### src/logic/lsu_pkg.sv
//////////////////////////////////////////////////////////////////////
// shared widths, types and codes of the load-store unit
// modules import it in their body and use scoped names in port lists
//////////////////////////////////////////////////////////////////////
`default_nettype none

package lsu_pkg;

  localparam int unsigned LSU_XLEN   = 32;           // address and data width
  localparam int unsigned LSU_NBYTES = LSU_XLEN / 8; // byte lanes per word

  typedef logic [LSU_XLEN-1:0]   lsu_word_t;   // address or data word
  typedef logic [LSU_NBYTES-1:0] lsu_be_t;     // one enable per lane
  typedef logic [1:0]            lsu_offset_t; // byte offset inside a word

  // access size, both byte codes are legal
  typedef enum logic [1:0] {
    LSU_SIZE_WORD  = 2'b00,
    LSU_SIZE_HALF  = 2'b01,
    LSU_SIZE_BYTE  = 2'b10,
    LSU_SIZE_BYTE2 = 2'b11
  } lsu_size_e;

  // fill of the upper bits on loads
  typedef enum logic [1:0] {
    LSU_EXT_ZERO  = 2'b00,
    LSU_EXT_SIGN  = 2'b01,
    LSU_EXT_ONE   = 2'b10,
    LSU_EXT_SIGN2 = 2'b11
  } lsu_ext_e;

  // attributes of the access in flight, 7 bits
  typedef struct packed {
    lsu_size_e   size;
    lsu_ext_e    ext;
    lsu_offset_t offset; // low address bits at grant
    logic        we;     // store, no read data expected
  } lsu_rsp_attr_t;

endpackage

`default_nettype wire

### src/logic/lsu_access_if.sv
//////////////////////////////////////////////////////////////////////
// decoded access from the decoder to the bus controller
// dec drives every field, ctrl only reads them
//////////////////////////////////////////////////////////////////////
`default_nettype none

interface lsu_access_if;
  import lsu_pkg::*;

  lsu_word_t addr;       // byte address
  logic      we;         // store when high
  lsu_be_t   be;         // lane enables
  lsu_word_t wdata;      // store data, already in its lanes
  lsu_size_e size;
  lsu_ext_e  ext;
  logic      req;        // core wants an access
  logic      misaligned; // access crosses a word, not issued

  modport dec (
    output addr, we, be, wdata, size, ext, req, misaligned
  );

  modport ctrl (
    input  addr, we, be, wdata, size, ext, req, misaligned
  );

endinterface

`default_nettype wire

### src/logic/lsu_decode.sv
//////////////////////////////////////////////////////////////////////
// access decoder of the load-store unit
// forms the address, checks alignment, makes byte enables and moves
// store data into its lanes; purely combinational
//////////////////////////////////////////////////////////////////////
`default_nettype none

module lsu_decode (
  input  logic                 req_i,        // access request from execute
  input  logic                 we_i,         // store when high
  input  lsu_pkg::lsu_size_e   size_i,       // word, half word or byte
  input  lsu_pkg::lsu_ext_e    ext_i,        // load extension mode
  input  lsu_pkg::lsu_word_t   operand_a_i,  // base
  input  lsu_pkg::lsu_word_t   operand_b_i,  // increment
  input  logic                 use_incr_i,   // a + b when set, a alone otherwise
  input  lsu_pkg::lsu_offset_t reg_offset_i, // byte position of data in the register
  input  lsu_pkg::lsu_word_t   wdata_i,      // store data as read from the register
  lsu_access_if.dec            acc
);
  import lsu_pkg::*;

  lsu_word_t   addr;
  lsu_offset_t addr_off;
  lsu_offset_t wdata_off; // lane distance from register to memory
  lsu_be_t     be;
  lsu_word_t   wdata_rot;
  logic        misaligned;

  //////////////////////////////////////////////////////////////////////
  // address and alignment
  //////////////////////////////////////////////////////////////////////

  assign addr     = use_incr_i ? (operand_a_i + operand_b_i) : operand_a_i;
  assign addr_off = addr[1:0];

  // a word must sit on offset 0, a half word must not start at 3
  always_comb
  begin
    case (size_i)
      LSU_SIZE_WORD: misaligned = (addr_off != 2'b00);
      LSU_SIZE_HALF: misaligned = (addr_off == 2'b11);
      default:       misaligned = 1'b0; // bytes never cross a word
    endcase
  end

  //////////////////////////////////////////////////////////////////////
  // byte enables
  //////////////////////////////////////////////////////////////////////

  // lanes above bit 3 fall off, so a word at offset 2 gives 1100
  always_comb
  begin
    case (size_i)
      LSU_SIZE_WORD: be = 4'b1111 << addr_off; // offset up to lane 3
      LSU_SIZE_HALF: be = 4'b0011 << addr_off; // two lanes from offset
      default:       be = 4'b0001 << addr_off; // single lane
    endcase
  end

  //////////////////////////////////////////////////////////////////////
  // store data lanes
  //////////////////////////////////////////////////////////////////////

  // mod 4 wrap of the 2-bit subtraction is what we want here
  assign wdata_off = addr_off - reg_offset_i;

  // register byte k lands in memory lane k + wdata_off
  always_comb
  begin
    case (wdata_off)
      2'b00: wdata_rot = wdata_i;
      2'b01: wdata_rot = {wdata_i[23:0], wdata_i[31:24]};
      2'b10: wdata_rot = {wdata_i[15:0], wdata_i[31:16]};
      2'b11: wdata_rot = {wdata_i[7:0],  wdata_i[31:8]};
      default: wdata_rot = wdata_i;
    endcase
  end

  // towards the bus controller
  assign acc.addr       = addr;
  assign acc.we         = we_i;
  assign acc.be         = be;
  assign acc.wdata      = wdata_rot;
  assign acc.size       = size_i;
  assign acc.ext        = ext_i;
  assign acc.req        = req_i;
  assign acc.misaligned = req_i && misaligned; // only meaningful with a request

endmodule

`default_nettype wire

### src/logic/lsu_bus_ctrl.sv
//////////////////////////////////////////////////////////////////////
// data memory bus controller, one access outstanding
// request is held until grant, read-valid closes the access and a
// new request may go out in that same cycle
//////////////////////////////////////////////////////////////////////
`default_nettype none

module lsu_bus_ctrl (
  input  logic                   clk,
  input  logic                   rst_n,
  lsu_access_if.ctrl             acc,
  output logic                   ready_o,      // core request done this cycle
  output logic                   misaligned_o, // request refused, not issued
  output logic                   data_req_o,
  output logic                   data_we_o,
  output lsu_pkg::lsu_word_t     data_addr_o,
  output lsu_pkg::lsu_be_t       data_be_o,
  output lsu_pkg::lsu_word_t     data_wdata_o,
  input  logic                   data_gnt_i,
  input  logic                   data_rvalid_i,
  output lsu_pkg::lsu_rsp_attr_t attr_o        // attributes for the aligner
);

  typedef enum logic {
    ST_IDLE,
    ST_WAIT_RVALID
  } state_e;

  state_e state_q;
  state_e state_d;
  logic   can_issue; // bus free now or freed by this read-valid
  logic   granted;

  //////////////////////////////////////////////////////////////////////
  // request and handshake
  //////////////////////////////////////////////////////////////////////

  assign can_issue = (state_q == ST_IDLE) || data_rvalid_i;

  assign data_req_o   = can_issue && acc.req && !acc.misaligned;
  assign misaligned_o = can_issue && acc.req && acc.misaligned;
  assign granted      = data_req_o && data_gnt_i;
  assign ready_o      = granted || misaligned_o; // one pulse per core request

  // bus fields follow the decoder, the core keeps them steady
  assign data_addr_o  = acc.addr;
  assign data_we_o    = acc.we;
  assign data_be_o    = acc.be;
  assign data_wdata_o = acc.wdata;

  always_comb
  begin
    state_d = state_q;
    case (state_q)
      ST_IDLE:
      begin
        if (granted)
          state_d = ST_WAIT_RVALID;
      end
      ST_WAIT_RVALID:
      begin
        if (data_rvalid_i)
          state_d = granted ? ST_WAIT_RVALID : ST_IDLE; // back to back or done
      end
      default: state_d = ST_IDLE;
    endcase
  end

  always_ff @(posedge clk, negedge rst_n)
  begin
    if (!rst_n)
      state_q <= ST_IDLE;
    else
      state_q <= state_d;
  end

  // capture what the aligner needs when the memory takes the access
  always_ff @(posedge clk, negedge rst_n)
  begin
    if (!rst_n)
      attr_o <= '0;
    else if (granted)
      attr_o <= '{size: acc.size, ext: acc.ext, offset: acc.addr[1:0], we: acc.we};
  end

endmodule

`default_nettype wire

### src/logic/lsu_rdata_align.sv
//////////////////////////////////////////////////////////////////////
// read data alignment and extension
// picks the lanes of the finished load, fills the upper bits and
// holds the last load result between read-valid cycles
//////////////////////////////////////////////////////////////////////
`default_nettype none

module lsu_rdata_align (
  input  logic                   clk,
  input  logic                   rst_n,
  input  lsu_pkg::lsu_rsp_attr_t attr_i,        // captured at grant
  input  logic                   data_rvalid_i,
  input  lsu_pkg::lsu_word_t     data_rdata_i,
  output lsu_pkg::lsu_word_t     rdata_o,       // load result to the core
  output logic                   rdata_valid_o  // high in read-valid of a load
);
  import lsu_pkg::*;

  logic [15:0] half_sel;
  logic [7:0]  byte_sel;
  logic        fill_h;    // upper bit value for half words
  logic        fill_b;    // and for bytes
  lsu_word_t   rdata_ext;
  lsu_word_t   rdata_q;   // last load result

  // value of the bits above the loaded data
  function automatic logic ext_fill(lsu_ext_e mode, logic msb);
    case (mode)
      LSU_EXT_ZERO: ext_fill = 1'b0;
      LSU_EXT_ONE:  ext_fill = 1'b1;
      default:      ext_fill = msb; // both sign codes
    endcase
  endfunction

  //////////////////////////////////////////////////////////////////////
  // lane selection
  //////////////////////////////////////////////////////////////////////

  always_comb
  begin
    case (attr_i.offset)
      2'b00:   half_sel = data_rdata_i[15:0];
      2'b01:   half_sel = data_rdata_i[23:8];
      default: half_sel = data_rdata_i[31:16]; // offset 3 is never issued
    endcase
  end

  assign byte_sel = data_rdata_i[8*attr_i.offset +: 8];

  assign fill_h = ext_fill(attr_i.ext, half_sel[15]);
  assign fill_b = ext_fill(attr_i.ext, byte_sel[7]);

  always_comb
  begin
    case (attr_i.size)
      LSU_SIZE_WORD: rdata_ext = data_rdata_i;              // aligned word as is
      LSU_SIZE_HALF: rdata_ext = {{16{fill_h}}, half_sel};
      default:       rdata_ext = {{24{fill_b}}, byte_sel};
    endcase
  end

  //////////////////////////////////////////////////////////////////////
  // result and hold register
  //////////////////////////////////////////////////////////////////////

  assign rdata_valid_o = data_rvalid_i && !attr_i.we; // stores return no data

  always_ff @(posedge clk, negedge rst_n)
  begin
    if (!rst_n)
      rdata_q <= '0;
    else if (rdata_valid_o)
      rdata_q <= rdata_ext;
  end

  // live value in the read-valid cycle, held value otherwise
  assign rdata_o = rdata_valid_o ? rdata_ext : rdata_q;

endmodule

`default_nettype wire

### src/logic/lsu_top.sv
//////////////////////////////////////////////////////////////////////
// load-store unit top level
// core side takes one access at a time, memory side is a
// req/gnt/rvalid data bus with a single access outstanding
//////////////////////////////////////////////////////////////////////
`default_nettype none

module lsu_top (
  input  logic                 clk,
  input  logic                 rst_n,
  // core side
  input  logic                 req_i,
  input  logic                 we_i,
  input  lsu_pkg::lsu_size_e   size_i,
  input  lsu_pkg::lsu_ext_e    ext_i,
  input  lsu_pkg::lsu_word_t   operand_a_i,
  input  lsu_pkg::lsu_word_t   operand_b_i,
  input  logic                 use_incr_i,
  input  lsu_pkg::lsu_offset_t reg_offset_i,
  input  lsu_pkg::lsu_word_t   wdata_i,
  output logic                 ready_o,
  output logic                 misaligned_o,
  output lsu_pkg::lsu_word_t   rdata_o,
  output logic                 rdata_valid_o,
  // data memory bus
  output logic                 data_req_o,
  input  logic                 data_gnt_i,
  input  logic                 data_rvalid_i,
  output lsu_pkg::lsu_word_t   data_addr_o,
  output logic                 data_we_o,
  output lsu_pkg::lsu_be_t     data_be_o,
  output lsu_pkg::lsu_word_t   data_wdata_o,
  input  lsu_pkg::lsu_word_t   data_rdata_i
);
  import lsu_pkg::*;

  lsu_rsp_attr_t attr; // access in flight, controller to aligner

  lsu_access_if acc_if ();

  lsu_decode u_lsu_decode (
    .req_i        (req_i),
    .we_i         (we_i),
    .size_i       (size_i),
    .ext_i        (ext_i),
    .operand_a_i  (operand_a_i),
    .operand_b_i  (operand_b_i),
    .use_incr_i   (use_incr_i),
    .reg_offset_i (reg_offset_i),
    .wdata_i      (wdata_i),
    .acc          (acc_if.dec)
  );

  lsu_bus_ctrl u_lsu_bus_ctrl (
    .clk           (clk),
    .rst_n         (rst_n),
    .acc           (acc_if.ctrl),
    .ready_o       (ready_o),
    .misaligned_o  (misaligned_o),
    .data_req_o    (data_req_o),
    .data_we_o     (data_we_o),
    .data_addr_o   (data_addr_o),
    .data_be_o     (data_be_o),
    .data_wdata_o  (data_wdata_o),
    .data_gnt_i    (data_gnt_i),
    .data_rvalid_i (data_rvalid_i),
    .attr_o        (attr)
  );

  lsu_rdata_align u_lsu_rdata_align (
    .clk           (clk),
    .rst_n         (rst_n),
    .attr_i        (attr),
    .data_rvalid_i (data_rvalid_i),
    .data_rdata_i  (data_rdata_i),
    .rdata_o       (rdata_o),
    .rdata_valid_o (rdata_valid_o)
  );

endmodule

`default_nettype wire

### config.mk
export PLATFORM = sky130hd
export DESIGN_NAME = lsu_top
export DESIGN_NICKNAME = d
export VERILOG_FILES = /design/src/logic/lsu_pkg.sv /design/src/logic/lsu_access_if.sv /design/src/logic/lsu_decode.sv /design/src/logic/lsu_bus_ctrl.sv /design/src/logic/lsu_rdata_align.sv /design/src/logic/lsu_top.sv
export SDC_FILE = /design/constraint.sdc
export NUM_CORES = 1
export LEC_CHECK = 0
export ABC_CLOCK_PERIOD_IN_PS = 8380
export BUFFER_PORTS_ARGS = -buffer_cell sky130_fd_sc_hd__buf_2
export CORE_MARGIN = 4
export CORE_UTILIZATION = 50
export DETAILED_ROUTE_END_ITERATION = 8
export PLACE_DENSITY_LB_ADDON = 0.08
export SLEW_MARGIN = 20
export SYNTH_ARGS = -nofsm -noshare
export SYNTH_HDL_FRONTEND = slang
export SYNTH_SLANG_ARGS = --single-unit
### constraint.sdc
create_clock -name clk -period 8.38 [get_ports clk]
set_input_delay 1.257 -clock clk [delete_from_list [all_inputs] [get_ports clk]]
set_output_delay 1.257 -clock clk [all_outputs]
set_load 0.02 [all_outputs]
==> results.py <==
metrics = {
    "die": {
        "initial_utilization_pct": 52.0,
        "rows": 39,
        "core_um2": 11600,
        "dieArea_um2": 13900,
        "die_width_um": 118,
        "ios": 246,
        "die_height_um": 118,
    },
    "drt": {
        "avgRoutedWirePerCell_um": 16.0,
        "first_iter_violations": 661,
        "viasPerCell": 5.86,
        "drc": 0,
        "route.vias.total": 7161,
        "drt_wl_total_mm": 19.6,
        "ant_nets": 0,
        "firstDrtPassIters": 5,
    },
    "layout": {
        "fin_nets": 1250,
        "fin_area_um2": 7400,
        "fill_cells": 1133,
        "drive_gt1_share_pct": 29.4,
        "postLayoutCoreUtil_pct": 63.7,
        "area_growth_pct": 22.6,
        "final_common_cell": "buf_2",
        "stdcell_count": 1222,
        "final_cell_mix": "buf_2, nand2_1, a21oi_1",
    },
    "power": {
        "power_frac_seq_pct": 20.9,
        "sw_frac_of_total_pct": 49.7,
        "internal_power_uw": 759,
        "p_per_area_nw_per_um2": 204,
        "power_frac_clock_pct": 12.7,
        "cellLeakagePower_uw": 0.00353,
        "p_sw_uw": 749,
        "p_comb_share_pct": 66.4,
        "ir_drop_mv": 0.0978,
    },
    "place": {
        "portBuffers": 245,
        "place_area_um2": 7250,
        "dp_hpwl_mm": 14.9,
        "dpl.cell_count": 1213,
        "gp_congestion": 0.878,
    },
    "timing": {
        "grt_setup_unrepaired": "no",
        "final.period_utilization_pct": 70.1,
        "fin_crit_ps": 5880,
        "tightest_slew_ps": 1000,
        "hold_viol": 0,
        "setup_viol": 0,
        "tns_ps": 0,
        "maxSlewHeadroom_pct": 33.3,
        "fmax_mhz": 170,
        "whs_ps": 475,
        "fin_worst_skew_ps": 3.37,
        "final_max_slew_viol_count": 0,
    },
    "logic_synthesis": {
        "postSynthCellCount": 882,
        "synth_compound_area_share_pct": 33.7,
        "synth_cell_type_count": 63,
        "synth_edf_count": 0,
        "async_flop_share_pct": 100,
        "postSynthAreaPerCell_um2": 6.84,
        "syn-num-nets": 1055,
        "synth-adder-area-share_pct": 6.76,
        "synth-main-ff-cell": "dfrtp_1",
        "ys_ff_latch": 40,
        "syn_area_um2": 6040,
        "yosys.area_share.simple_pct": 23.2,
        "ys_warn_count": 0,
        "ys_seq_area_share_pct": 16.6,
        "synth.mux.area_fraction_pct": 9.72,
        "synth_top_family_by_area": "compound AO/OA/AOI/OAI gates",
        "synth_xor_area_share_pct": 4.64,
    },
    "cts": {
        "h-tree-depth": 2,
        "clock_latency_ps": 280,
        "cts_tree": "yes",
        "cts-root-buf": "clkbuf_16",
        "cts_made_buffers": 5,
        "hold_buffers": 0,
        "cts_resized": 0,
        "cts.clk_slew.worst_paths_ps": 60,
        "cts_buffer_depth": 2,
        "cts_setup_buffers": 0,
        "cts.sinks": 40,
    },
    "setup_path": {
        "cp_cell_sequence": "buf_2 -> ha_1 -> fa_1 -> mux2i_4 -> inv_2 -> xnor2_4 -> nand2_1 -> mux2_2 -> o22ai_1 -> a31oi_1 -> buf_2",
        "worst-r2r-setup-slack_ps": 5350,
        "r2r-end": "u_lsu_rdata_align.rdata_q[16]",
        "crit_slowest_cell": "xnor2_4",
        "worstReg2RegStart": "u_lsu_bus_ctrl.attr_o[1]",
        "worstPathRequired_ps": 7120,
        "crit_end": "data_wdata_o[25]",
        "critPathMaxStageDelay_ps": 620,
        "crit_type": "in -> out",
        "critPathMostFrequentCell": "buf_2",
        "r2r_cells": 7,
        "cp.arrival_ps": 4620,
        "setup.worst_path.start_class": "primary input",
        "cp-startpoint": "operand_a_i[0]",
        "path_max_fanout": 27,
        "cp-end-kind": "primary output",
    },
    "status": {
        "status": "complete, no violations",
    },
    "hold_path": {
        "hold_class": "reg -> reg",
    },
    "global_routing": {
        "overflow": 0,
        "grt_pass1_vias": 6620,
        "grt_usage_pct": 26.7,
        "grt_max_degree": 84,
        "antenna_found_initial": 2,
        "grt_pass1_wl_mm": 32.1,
    },
    "run": {
        "max_cap_viol_count": 0,
    },
}
-- cell usage after synthesis (11+ instances only) --
cell | n | share of area [%]
a31oi_1 | 15 | 1.6
o21a_1 | 26 | 3.2
dfrtp_1 | 40 | 17
a21o_1 | 16 | 2.0
o21ai_0 | 43 | 3.6
clkbuf_1 | 49 | 3.0
nor2_1 | 58 | 3.6
nand3_1 | 19 | 1.6
o211ai_1 | 11 | 1.4
ha_1 | 31 | 6.4
nor2b_1 | 13 | 1.3
xnor2_1 | 16 | 2.3
o21ai_1 | 25 | 2.1
nand2_1 | 217 | 13
inv_1 | 12 | 0.75
o221ai_1 | 23 | 3.3
a21oi_1 | 80 | 6.6
o22ai_1 | 24 | 2.5
mux2_2 | 34 | 6.3
xor2_1 | 11 | 1.6
-- logic make-up (layout without fill, tap and decap cells) --
group | Yosys count | after routing
simple gates | 337 | 337
mux | 50 | 50
fa+ha+maj | 32 | 32
flops | 40 | 40
compound gates | 314 | 314
other cells | 0 | 1
xor+xnor | 29 | 29
buf+inv | 80 | 276
-- registers in the layout, indices dropped and copies added (netlist names) --
signal,flops
u_lsu_bus_ctrl.attr_o,7
u_lsu_bus_ctrl.state_q,1
u_lsu_rdata_align.rdata_q,32
-- layer usage --
metal,GRT usage [%],part of all wire [%],vias to the layer above
met5,0,0.066,-
met4,8.06,2.0,2
met3,5.72,8.1,33
met2,43.6,47,324
met1,35.6,43,3224
li1,-,-,3578
-- final cells by class --
cell class | instances | area [µm²] | area share (%)
well taps | 143 | 179 | 2.42
diodes | 1 | 2.50 | 0.0338
inverters | 15 | 56.3 | 0.761
multi-input cells | 762 | 4730 | 63.9
repair buffers | 253 | 1290 | 17.4
clock buffers | 8 | 146 | 1.98
flip-flops and latches | 40 | 1000 | 13.5
-- how the worst min path moves through the flow --
stage,from,endpoint,cells past startpoint,slack [ps]
global placement,u_lsu_bus_ctrl.state_q,u_lsu_bus_ctrl.state_q,2,460
finish,u_lsu_bus_ctrl.state_q,u_lsu_bus_ctrl.state_q,2,470
CTS,u_lsu_bus_ctrl.state_q,u_lsu_bus_ctrl.state_q,2,480
global route,u_lsu_bus_ctrl.attr_o[4],u_lsu_bus_ctrl.attr_o[4],1,500
floorplan,u_lsu_bus_ctrl.state_q,u_lsu_bus_ctrl.state_q,2,440
detailed placement,u_lsu_bus_ctrl.state_q,u_lsu_bus_ctrl.state_q,2,470
-- worst max-delay path: cells and delay by family --
family | cells | cell delay, ps
muxes | 2 | 820
adders and majority gates | 2 | 730
xor gates and xnor gates | 1 | 620
and+or+nand+nor | 1 | 530
buffers and inverters | 3 | 430
AOI/OAI and AO/OA | 2 | 210
-- power by group through the flow --
stage / combinational, µW / sequential, µW / clock [µW]
floorplan: 713 / 302 / 0
global route: 1100 / 324 / 201
finish: 1000 / 315 / 191
CTS: 1000 / 316 / 193
detailed placement: 996 / 319 / 0
global placement: 989 / 314 / 0
-- through the flow --
step           setup WS, ps  power (µW)
2_1_floorplan          3440        1020
3_3_place_gp           2620        1300
3_5_place_dp           2550        1310
4_1_cts                2560        1510
5_1_grt                2280        1620
6_report               2500        1510
No activity file was read; power rests on OpenSTA's default activity.
